[src/hdl/ctrl_pkg.sv]
`default_nettype none

package ctrl_pkg;

    // first alu operand
    typedef enum logic [1:0] {
        RS1  = 2'd0,
        PC   = 2'd1,
        ZERO = 2'd2  // lui
    } src1_t;

    // second alu operand, doubles as the immediate kind
    typedef enum logic [2:0] {
        RS2      = 3'd0,
        IS_IMM12 = 3'd1, // i and s formats share one extension
        B_IMM12  = 3'd2,
        U_IMM    = 3'd3,
        J_IMM    = 3'd4
    } src2_t;

    // register write-back source
    typedef enum logic [1:0] {
        RESULT   = 2'd0,
        MEM_DATA = 2'd1,
        LINK     = 2'd2  // pc + 4
    } srcr_t;

    typedef enum logic [1:0] {
        NEXT     = 2'd0,
        BRANCH   = 2'd1,
        JUMP     = 2'd2,
        JUMP_REG = 2'd3  // jalr, bit 0 cleared
    } next_pc_t;

endpackage

`default_nettype wire

[src/hdl/isa_pkg.sv]
`default_nettype none

package isa_pkg;

    localparam logic [31:0] RESET_PC = 32'h0000_0000;
    localparam int          NUM_REGS = 32;

    // major opcodes, instr[6:0]
    typedef enum logic [6:0] {
        R       = 7'b0110011,
        I_ALU   = 7'b0010011,
        I_LD    = 7'b0000011,
        S       = 7'b0100011,
        B       = 7'b1100011,
        U_AUIPC = 7'b0010111,
        U_LUI   = 7'b0110111,
        J       = 7'b1101111,
        I_JALR  = 7'b1100111,
        I_ENV   = 7'b1110011, // ecall / ebreak
        FENCE   = 7'b0001111
    } opc_t;

    // funct3 seen by the alu
    typedef enum logic [2:0] {
        ADD     = 3'b000, // also sub
        SLL     = 3'b001,
        SLT     = 3'b010,
        SLTU    = 3'b011,
        XOR     = 3'b100,
        R_SHIFT = 3'b101, // srl or sra
        OR      = 3'b110,
        AND     = 3'b111
    } alu_op_t;

    // funct3 seen by the branch comparator
    typedef enum logic [2:0] {
        BEQ  = 3'b000,
        BNE  = 3'b001,
        BLT  = 3'b100,
        BGE  = 3'b101,
        BLTU = 3'b110,
        BGEU = 3'b111
    } br_op_t;

    typedef union packed {
        alu_op_t alu;
        br_op_t  br;
    } funct3_t;

    typedef enum logic [6:0] {
        I_STD = 7'b0000000,
        ALT   = 7'b0100000  // sub, sra
    } alu7_t;

endpackage

`default_nettype wire
[src/hdl/rv_core.sv]
`timescale 1ns/1ps
`default_nettype none

module rv_core (
    input  logic        clk_i,
    input  logic        arst_n_i,

    // instruction memory
    output logic [31:0] imem_addr_o,
    input  logic [31:0] imem_data_i,

    // data memory, word access only
    output logic [31:0] dmem_addr_o,
    output logic [31:0] dmem_wdata_o,
    output logic        dmem_we_o,
    input  logic [31:0] dmem_rdata_i,

    output logic        illegal_o
);

    import isa_pkg::*;
    import ctrl_pkg::*;

    logic [31:0] pc;
    logic [31:0] pc_next;
    logic [31:0] pc_plus4;
    logic [31:0] br_target;
    logic        br_taken;

    funct3_t     funct3;
    alu7_t       alu7;
    src1_t       src1;
    src2_t       src2;
    srcr_t       srcr;
    next_pc_t    pc_ctrl;
    logic [4:0]  rs1;
    logic [4:0]  rs2;
    logic [4:0]  rd;
    logic [11:0] imm12;
    logic [19:0] imm20;
    logic [31:0] imm32;
    logic        reg_write;
    logic        data_read;
    logic        data_write;
    logic        illegal;

    logic [31:0] rd1;
    logic [31:0] rd2;
    logic [31:0] alu_a;
    logic [31:0] alu_b;
    logic [31:0] alu_res;
    logic [31:0] mem_data;
    logic [31:0] wb_data;

    decoder i_decoder (
        .instr_i      (imem_data_i),
        .funct3_o     (funct3),
        .alu7_o       (alu7),
        .src1_o       (src1),
        .src2_o       (src2),
        .rs1_o        (rs1),
        .rs2_o        (rs2),
        .imm12_o      (imm12),
        .imm20_o      (imm20),
        .srcr_o       (srcr),
        .rd_o         (rd),
        .reg_write_o  (reg_write),
        .data_read_o  (data_read),
        .data_write_o (data_write),
        .pc_control_o (pc_ctrl),
        .illegal_o    (illegal)
    );

    imm_extender i_imm_extender (
        .imm12_i (imm12),
        .imm20_i (imm20),
        .src2_i  (src2),
        .imm32_o (imm32)
    );

    reg_file i_reg_file (
        .clk_i    (clk_i),
        .arst_n_i (arst_n_i),
        .rs1_i    (rs1),
        .rs2_i    (rs2),
        .rd_i     (rd),
        .we_i     (reg_write),
        .wd_i     (wb_data),
        .rd1_o    (rd1),
        .rd2_o    (rd2)
    );

    always_comb begin
        case (src1)
            RS1:     alu_a = rd1;
            PC:      alu_a = pc;
            default: alu_a = '0;
        endcase
    end

    assign alu_b = (src2 == RS2) ? rd2 : imm32;

    alu i_alu (
        .a_i      (alu_a),
        .b_i      (alu_b),
        .funct3_i (funct3),
        .alu7_i   (alu7),
        .result_o (alu_res)
    );

    // branch comparator works on the raw register values
    always_comb begin
        case (funct3.br)
            BEQ:     br_taken = (rd1 == rd2);
            BNE:     br_taken = (rd1 != rd2);
            BLT:     br_taken = ($signed(rd1) < $signed(rd2));
            BGE:     br_taken = ($signed(rd1) >= $signed(rd2));
            BLTU:    br_taken = (rd1 < rd2);
            BGEU:    br_taken = (rd1 >= rd2);
            default: br_taken = 1'b0;
        endcase
    end

    assign pc_plus4  = pc + 32'd4;
    assign br_target = pc + imm32;

    always_comb begin
        pc_next = pc_plus4;
        if (!illegal) begin
            case (pc_ctrl)
                BRANCH:   pc_next = br_taken ? br_target : pc_plus4;
                JUMP:     pc_next = alu_res;
                JUMP_REG: pc_next = {alu_res[31:1], 1'b0};
                default:  pc_next = pc_plus4;
            endcase
        end
    end

    always_ff @(posedge clk_i or negedge arst_n_i) begin
        if (!arst_n_i) begin
            pc <= RESET_PC;
        end else begin
            pc <= pc_next; // one instruction retires per edge
        end
    end

    assign mem_data = data_read ? dmem_rdata_i : '0;

    always_comb begin
        case (srcr)
            MEM_DATA: wb_data = mem_data;
            LINK:     wb_data = pc_plus4;
            default:  wb_data = alu_res;
        endcase
    end

    assign imem_addr_o  = pc;
    assign dmem_addr_o  = alu_res;
    assign dmem_wdata_o = rd2;
    assign dmem_we_o    = data_write & arst_n_i; // no stores while held in reset
    assign illegal_o    = illegal;

endmodule

`default_nettype wire

[src/hdl/reg_file.sv]
`timescale 1ns/1ps
`default_nettype none

module reg_file (
    input  logic        clk_i,
    input  logic        arst_n_i,
    input  logic [4:0]  rs1_i,
    input  logic [4:0]  rs2_i,
    input  logic [4:0]  rd_i,
    input  logic        we_i,
    input  logic [31:0] wd_i,
    output logic [31:0] rd1_o,
    output logic [31:0] rd2_o
);

    import isa_pkg::*;

    logic [31:0] regs [NUM_REGS];

    always_ff @(posedge clk_i or negedge arst_n_i) begin
        if (!arst_n_i) begin
            for (int i = 0; i < NUM_REGS; i++) begin
                regs[i] <= '0;
            end
        end else if (we_i && (rd_i != 5'd0)) begin
            regs[rd_i] <= wd_i; // x0 never written, so it reads back zero
        end
    end

    assign rd1_o = regs[rs1_i];
    assign rd2_o = regs[rs2_i];

endmodule

`default_nettype wire

[src/hdl/alu.sv]
`timescale 1ns/1ps
`default_nettype none

module alu (
    input  logic [31:0]      a_i,
    input  logic [31:0]      b_i,
    input  isa_pkg::funct3_t funct3_i,
    input  isa_pkg::alu7_t   alu7_i,
    output logic [31:0]      result_o
);

    import isa_pkg::*;

    logic [4:0]  shamt;
    logic        alt;
    logic [31:0] sra_res;

    assign shamt = b_i[4:0]; // rv32 shifts use the low 5 bits
    assign alt   = alu7_i[5];

    // kept apart so the shift stays signed
    assign sra_res = $signed(a_i) >>> shamt;

    always_comb begin
        case (funct3_i.alu)
            ADD: begin
                result_o = alt ? (a_i - b_i) : (a_i + b_i);
            end
            SLL: begin
                result_o = a_i << shamt;
            end
            SLT: begin
                result_o = {31'b0, $signed(a_i) < $signed(b_i)};
            end
            SLTU: begin
                result_o = {31'b0, a_i < b_i};
            end
            XOR: begin
                result_o = a_i ^ b_i;
            end
            R_SHIFT: begin
                result_o = alt ? sra_res : (a_i >> shamt);
            end
            OR: begin
                result_o = a_i | b_i;
            end
            AND: begin
                result_o = a_i & b_i;
            end
            default: begin
                result_o = '0;
            end
        endcase
    end

endmodule

`default_nettype wire

[src/hdl/imm_extender.sv]
`timescale 1ns/1ps
`default_nettype none

module imm_extender (
    input  logic [11:0]     imm12_i,
    input  logic [19:0]     imm20_i,
    input  ctrl_pkg::src2_t src2_i,  // immediate kind
    output logic [31:0]     imm32_o
);

    import ctrl_pkg::*;

    always_comb begin
        case (src2_i)
            IS_IMM12: begin
                imm32_o = {{20{imm12_i[11]}}, imm12_i};
            end
            B_IMM12: begin
                // branch offsets are in halfwords
                imm32_o = {{19{imm12_i[11]}}, imm12_i, 1'b0};
            end
            U_IMM: begin
                imm32_o = {imm20_i, 12'b0};
            end
            J_IMM: begin
                imm32_o = {{11{imm20_i[19]}}, imm20_i, 1'b0};
            end
            default: begin
                imm32_o = '0; // register operand, no immediate
            end
        endcase
    end

endmodule

`default_nettype wire

[src/hdl/decoder.sv]
`timescale 1ns/1ps
`default_nettype none

module decoder (
    input  logic [31:0]        instr_i,

    // operation
    output isa_pkg::funct3_t   funct3_o,
    output isa_pkg::alu7_t     alu7_o,

    // operands
    output ctrl_pkg::src1_t    src1_o,
    output ctrl_pkg::src2_t    src2_o, // also picks the immediate kind
    output logic [4:0]         rs1_o,
    output logic [4:0]         rs2_o,
    output logic [11:0]        imm12_o,
    output logic [19:0]        imm20_o,

    // result
    output ctrl_pkg::srcr_t    srcr_o,
    output logic [4:0]         rd_o,
    output logic               reg_write_o,
    output logic               data_read_o,
    output logic               data_write_o,
    output ctrl_pkg::next_pc_t pc_control_o,
    output logic               illegal_o
);

    import isa_pkg::*;
    import ctrl_pkg::*;

    opc_t        opc;
    funct3_t     funct3;
    alu7_t       funct7;
    logic [11:0] i_imm;
    logic [11:0] s_imm;
    logic [11:0] b_imm;
    logic [19:0] u_imm;
    logic [19:0] j_imm;

    assign opc    = opc_t'(instr_i[6:0]);
    assign funct3 = instr_i[14:12];
    assign funct7 = alu7_t'(instr_i[31:25]);

    assign rd_o  = instr_i[11:7];
    assign rs1_o = instr_i[19:15];
    assign rs2_o = instr_i[24:20];

    // bits put back in order, extension and shift happen in imm_extender
    assign i_imm = instr_i[31:20];
    assign s_imm = {instr_i[31:25], instr_i[11:7]};
    assign b_imm = {instr_i[31], instr_i[7], instr_i[30:25], instr_i[11:8]};
    assign u_imm = instr_i[31:12];
    assign j_imm = {instr_i[31], instr_i[19:12], instr_i[20], instr_i[30:21]};

    assign imm20_o = (opc == J) ? j_imm : u_imm;

    always_comb begin
        // address arithmetic by default
        funct3_o.alu = ADD;
        alu7_o       = I_STD;
        src1_o       = RS1;
        src2_o       = RS2;
        imm12_o      = i_imm;
        srcr_o       = RESULT;
        reg_write_o  = 1'b0;
        data_read_o  = 1'b0;
        data_write_o = 1'b0;
        pc_control_o = NEXT;
        illegal_o    = 1'b0;

        case (opc)
            R: begin
                funct3_o    = funct3;
                alu7_o      = funct7;
                reg_write_o = 1'b1;
            end
            I_ALU: begin
                funct3_o = funct3;
                // only shifts carry funct7 in the immediate
                if (funct3.alu == SLL || funct3.alu == R_SHIFT) begin
                    alu7_o = funct7;
                end
                src2_o      = IS_IMM12;
                reg_write_o = 1'b1;
            end
            I_LD: begin
                src2_o      = IS_IMM12;
                srcr_o      = MEM_DATA;
                reg_write_o = 1'b1;
                data_read_o = 1'b1;
            end
            S: begin
                src2_o       = IS_IMM12;
                imm12_o      = s_imm;
                data_write_o = 1'b1;
            end
            B: begin
                funct3_o     = funct3; // read as a branch condition by the core
                src1_o       = PC;
                src2_o       = B_IMM12;
                imm12_o      = b_imm;
                pc_control_o = BRANCH;
            end
            U_AUIPC: begin
                src1_o      = PC;
                src2_o      = U_IMM;
                reg_write_o = 1'b1;
            end
            U_LUI: begin
                src1_o      = ZERO; // 0 + imm
                src2_o      = U_IMM;
                reg_write_o = 1'b1;
            end
            J: begin
                src1_o       = PC;
                src2_o       = J_IMM;
                srcr_o       = LINK;
                reg_write_o  = 1'b1;
                pc_control_o = JUMP;
            end
            I_JALR: begin
                src2_o       = IS_IMM12;
                srcr_o       = LINK;
                reg_write_o  = 1'b1;
                pc_control_o = JUMP_REG;
            end
            I_ENV, FENCE: begin
                illegal_o = 1'b1; // no system support, treated as a nop
            end
            default: begin
                illegal_o = 1'b1;
            end
        endcase
    end

endmodule

`default_nettype wire

[config.mk]
export PLATFORM = sky130hd
export DESIGN_NAME = rv_core
export DESIGN_NICKNAME = d
export VERILOG_FILES = /design/src/hdl/ctrl_pkg.sv /design/src/hdl/isa_pkg.sv /design/src/hdl/rv_core.sv /design/src/hdl/reg_file.sv /design/src/hdl/alu.sv /design/src/hdl/imm_extender.sv /design/src/hdl/decoder.sv
export SDC_FILE = /design/constraint.sdc
export NUM_CORES = 2
export LEC_CHECK = 0
export BUFFER_PORTS_ARGS = -buffer_cell sky130_fd_sc_hd__buf_2
export CORE_AREA = 2 2 342 480
export DETAILED_ROUTE_END_ITERATION = 6
export DIE_AREA = 0 0 344 482
export GPL_TIMING_DRIVEN = 0
export HOLD_SLACK_MARGIN = 0.08
export PLACE_DENSITY = 0.65
export SLEW_MARGIN = 20
export SYNTH_ARGS = -nofsm -noshare
export SYNTH_HDL_FRONTEND = slang
export SYNTH_HIERARCHICAL = 1
export SYNTH_SLANG_ARGS = --single-unit
[constraint.sdc]
create_clock -name clk_i -period 9.3 [get_ports clk_i]
set_clock_uncertainty 0.2 [all_clocks]
set_input_delay 0.93 -clock clk_i [delete_from_list [all_inputs] [get_ports clk_i]]
set_output_delay 0.93 -clock clk_i [all_outputs]
set_load 0.005 [all_outputs]
==> impl_metrics.json <==
{
  "status": "finished, violations left",
  "violations": "DRC, setup timing",
  "coreArea_mm2": 0.162,
  "worst-path-buf-inv": 10,
  "track_usage_pct": 44.3,
  "ioPinCount": 164,
  "setup_viol": 14,
  "gp_congestion": 1.09,
  "netlist_instances": 6872,
  "hold_viol": 0,
  "cts-root-buf": "clkbuf_16",
  "critPathLaunchType": "input port",
  "cts_tree": "built",
  "cpMaxStageDelayCell": "mux2i_2",
  "fmax_mhz": 103,
  "fp.dieH_um": 482,
  "stdcell_area_mm2": 0.0809,
  "mostFrequentLayoutCell": "mux2i_1",
  "hold_class": "register to register",
  "viasPerCell": 6.54,
  "placed_cells": 9192,
  "arrival_ns": 8.54,
  "rows": 175,
  "overflow": 0,
  "antenna_found_initial": 34,
  "crit_chain": "buf_2, buf_4, and2_1, buf_4, buf_4, buf_2, a22oi_1, nand3_1, nand3_2, mux2_2, buf_4, inv_1, buf_2, clkdlybuf4s15_2, o21ai_0, mux2i_2, nor2_1, a21oi_1, nor2_1, a221oi_1, o21ai_0, buf_2",
  "leakage_nw": 38.6,
  "wl_per_cell_um": 39.3,
  "cts.clk_slew.worst_paths_ns": 0.06,
  "hpwl_um": 299000,
  "die_x_um": 344,
  "hold_slack_ns": 0.286,
  "layout.cells.non_filler": 9424,
  "htree_levels": 3,
  "dieArea_mm2": 0.166,
  "mostFrequentLayoutCells": "mux2i_1 (1,137), dfrtp_1 (1,056), mux2_2 (1,038)",
  "final_max_slew_viol_count": 0,
  "fin_crit_sh_pct": 104,
  "drt_iter0_drc": 5717,
  "cp_top_family": "buffers and inverters",
  "clock_path_buffers": 3,
  "synth_area_mm2": 0.0722,
  "remaining_drc_errors": 7,
  "post-route-min-period_ns": 9.67,
  "worstMarginPinSlew_ns": 1.32,
  "ant_nets": 0,
  "drive_gt1_share_pct": 27.1,
  "cp_data_required_time_ns": 8.17,
  "grt_pass1_wl_um": 503000,
  "crit_type": "input port to output pin",
  "start_util_pct": 44.7,
  "end_kind": "output pin",
  "vias": 61600,
  "detail_route.first_pass.iterations": 7,
  "syn-num-nets": 7104,
  "pre_cts_ws_ns": -2.60,
  "timing.final.ws_setup_ns": -0.369,
  "irDropWorstVdd_mv": 0.167,
  "cts_made_buffers": 107,
  "slew_headroom_pct": 10.8,
  "areaGrowthSynthToFinish_pct": 12.0,
  "synth_area_per_cell_um2": 10.5,
  "port_buffers": 161,
  "postPlaceCellArea_mm2": 0.0763,
  "routed_wl_um": 370000,
  "clock_sinks": 1056,
  "synth_warnings": 6,
  "crit_fanout": 10,
  "post-route-util_pct": 50.1,
  "grt_max_degree": 138,
  "critical-path-max-stage-delay_ns": 0.74,
  "clk-insertion-delay-late_ns": 0.80,
  "cap_violations": 0,
  "power_density_mw_per_mm2": 181,
  "nNetsFinal": 7418,
  "grt_pass1_vias": 62300
}
## final timing paths
check,startpoint,cells after the start,slack (ns),end
worst min register to register,i_reg_file/regs[1020],1,0.29,i_reg_file/regs[1020]
worst max-delay path,imem_data_i[22],22,-0.37,dmem_addr_o[15]
worst max register to register,i_reg_file/regs[993],22,1.51,i_reg_file/regs[303]
max in group asynchronous,arst_n_i,5,5.84,i_reg_file/regs[342]
worst min-delay path,i_reg_file/regs[1020],1,0.29,i_reg_file/regs[1020]
min in group asynchronous,arst_n_i,2,0.52,i_reg_file/regs[877]
## worst register-to-register path, cell delays in order (launching register included)
cell and delay, ns:
dfrtp_1 0.38, mux2i_1 0.09, a22o_1 0.26, nor3_1 0.55
a31oi_1 0.18, nand3_2 0.26, mux2_2 0.33, buf_4 0.33
clkbuf_1 0.64, buf_2 0.51, buf_2 0.55, nand2_1 0.09
o21ai_0 0.22, a21oi_2 0.35, a21oi_1 0.74, nor2_1 0.18
a221oi_1 0.33, o21ai_0 0.35, nand2_1 0.17, o21ai_1 0.08
buf_4 0.21, clkbuf_1 0.31, mux2_2 0.37
## final cells by class
cell class	count	area, µm²
well taps	2124	2660
fillers	15200	80600
plain buffers	657	3620
multi-input cells	4990	42200
diodes	21	52.6
clock inverters	56	887
inverters	167	632
repair buffers	207	1380
flip-flops and latches	1056	26400
clock buffers	146	3100
## routing by layer
metal | routed length [µm] | track usage (%) | up-vias
met5 | 133 | 0 | -
met1 | 122000 | 44.6 | 31000
met4 | 48800 | 47.5 | 20
met2 | 175000 | 72.9 | 3137
li1 | - | - | 26000
met3 | 24600 | 9.53 | 1434
## through the flow
| stage | setup TNS, ns | total power (W) |
|---|---|---|
| after floorplan | 0 | 0.00747 |
| after global placement | - | 0.00948 |
| after detailed placement | -1839.71 | 0.00960 |
| after CTS | 0 | 0.0145 |
| after global routing | -0.100 | 0.0151 |
| final | -2.19 | 0.0147 |
## power breakdown
part	switching [W]	total, W	leakage (nW)	internal (W)
Sequential	0.000270	0.00515	14.6	0.00488
Combinational	0.00328	0.00466	22.1	0.00137
Clock	0.00205	0.00486	1.91	0.00280
Total	0.00561	0.0147	38.6	0.00905
## state kept, by name, summed over array words and instances, names as in the netlist
| register | count |
|---|---|
| imem_addr_o | 32 |
| i_reg_file/regs | 1024 |
## timing repair
action,CTS,global route
endpoints found under the hold margin,118,0
gates resized for setup,112,73
setup buffers,5,4
hold buffers,1,0
gates cloned,0,0
pin swaps,4,3
endpoints found under the setup margin,901,19
No activity file was read; power rests on OpenSTA's default activity.
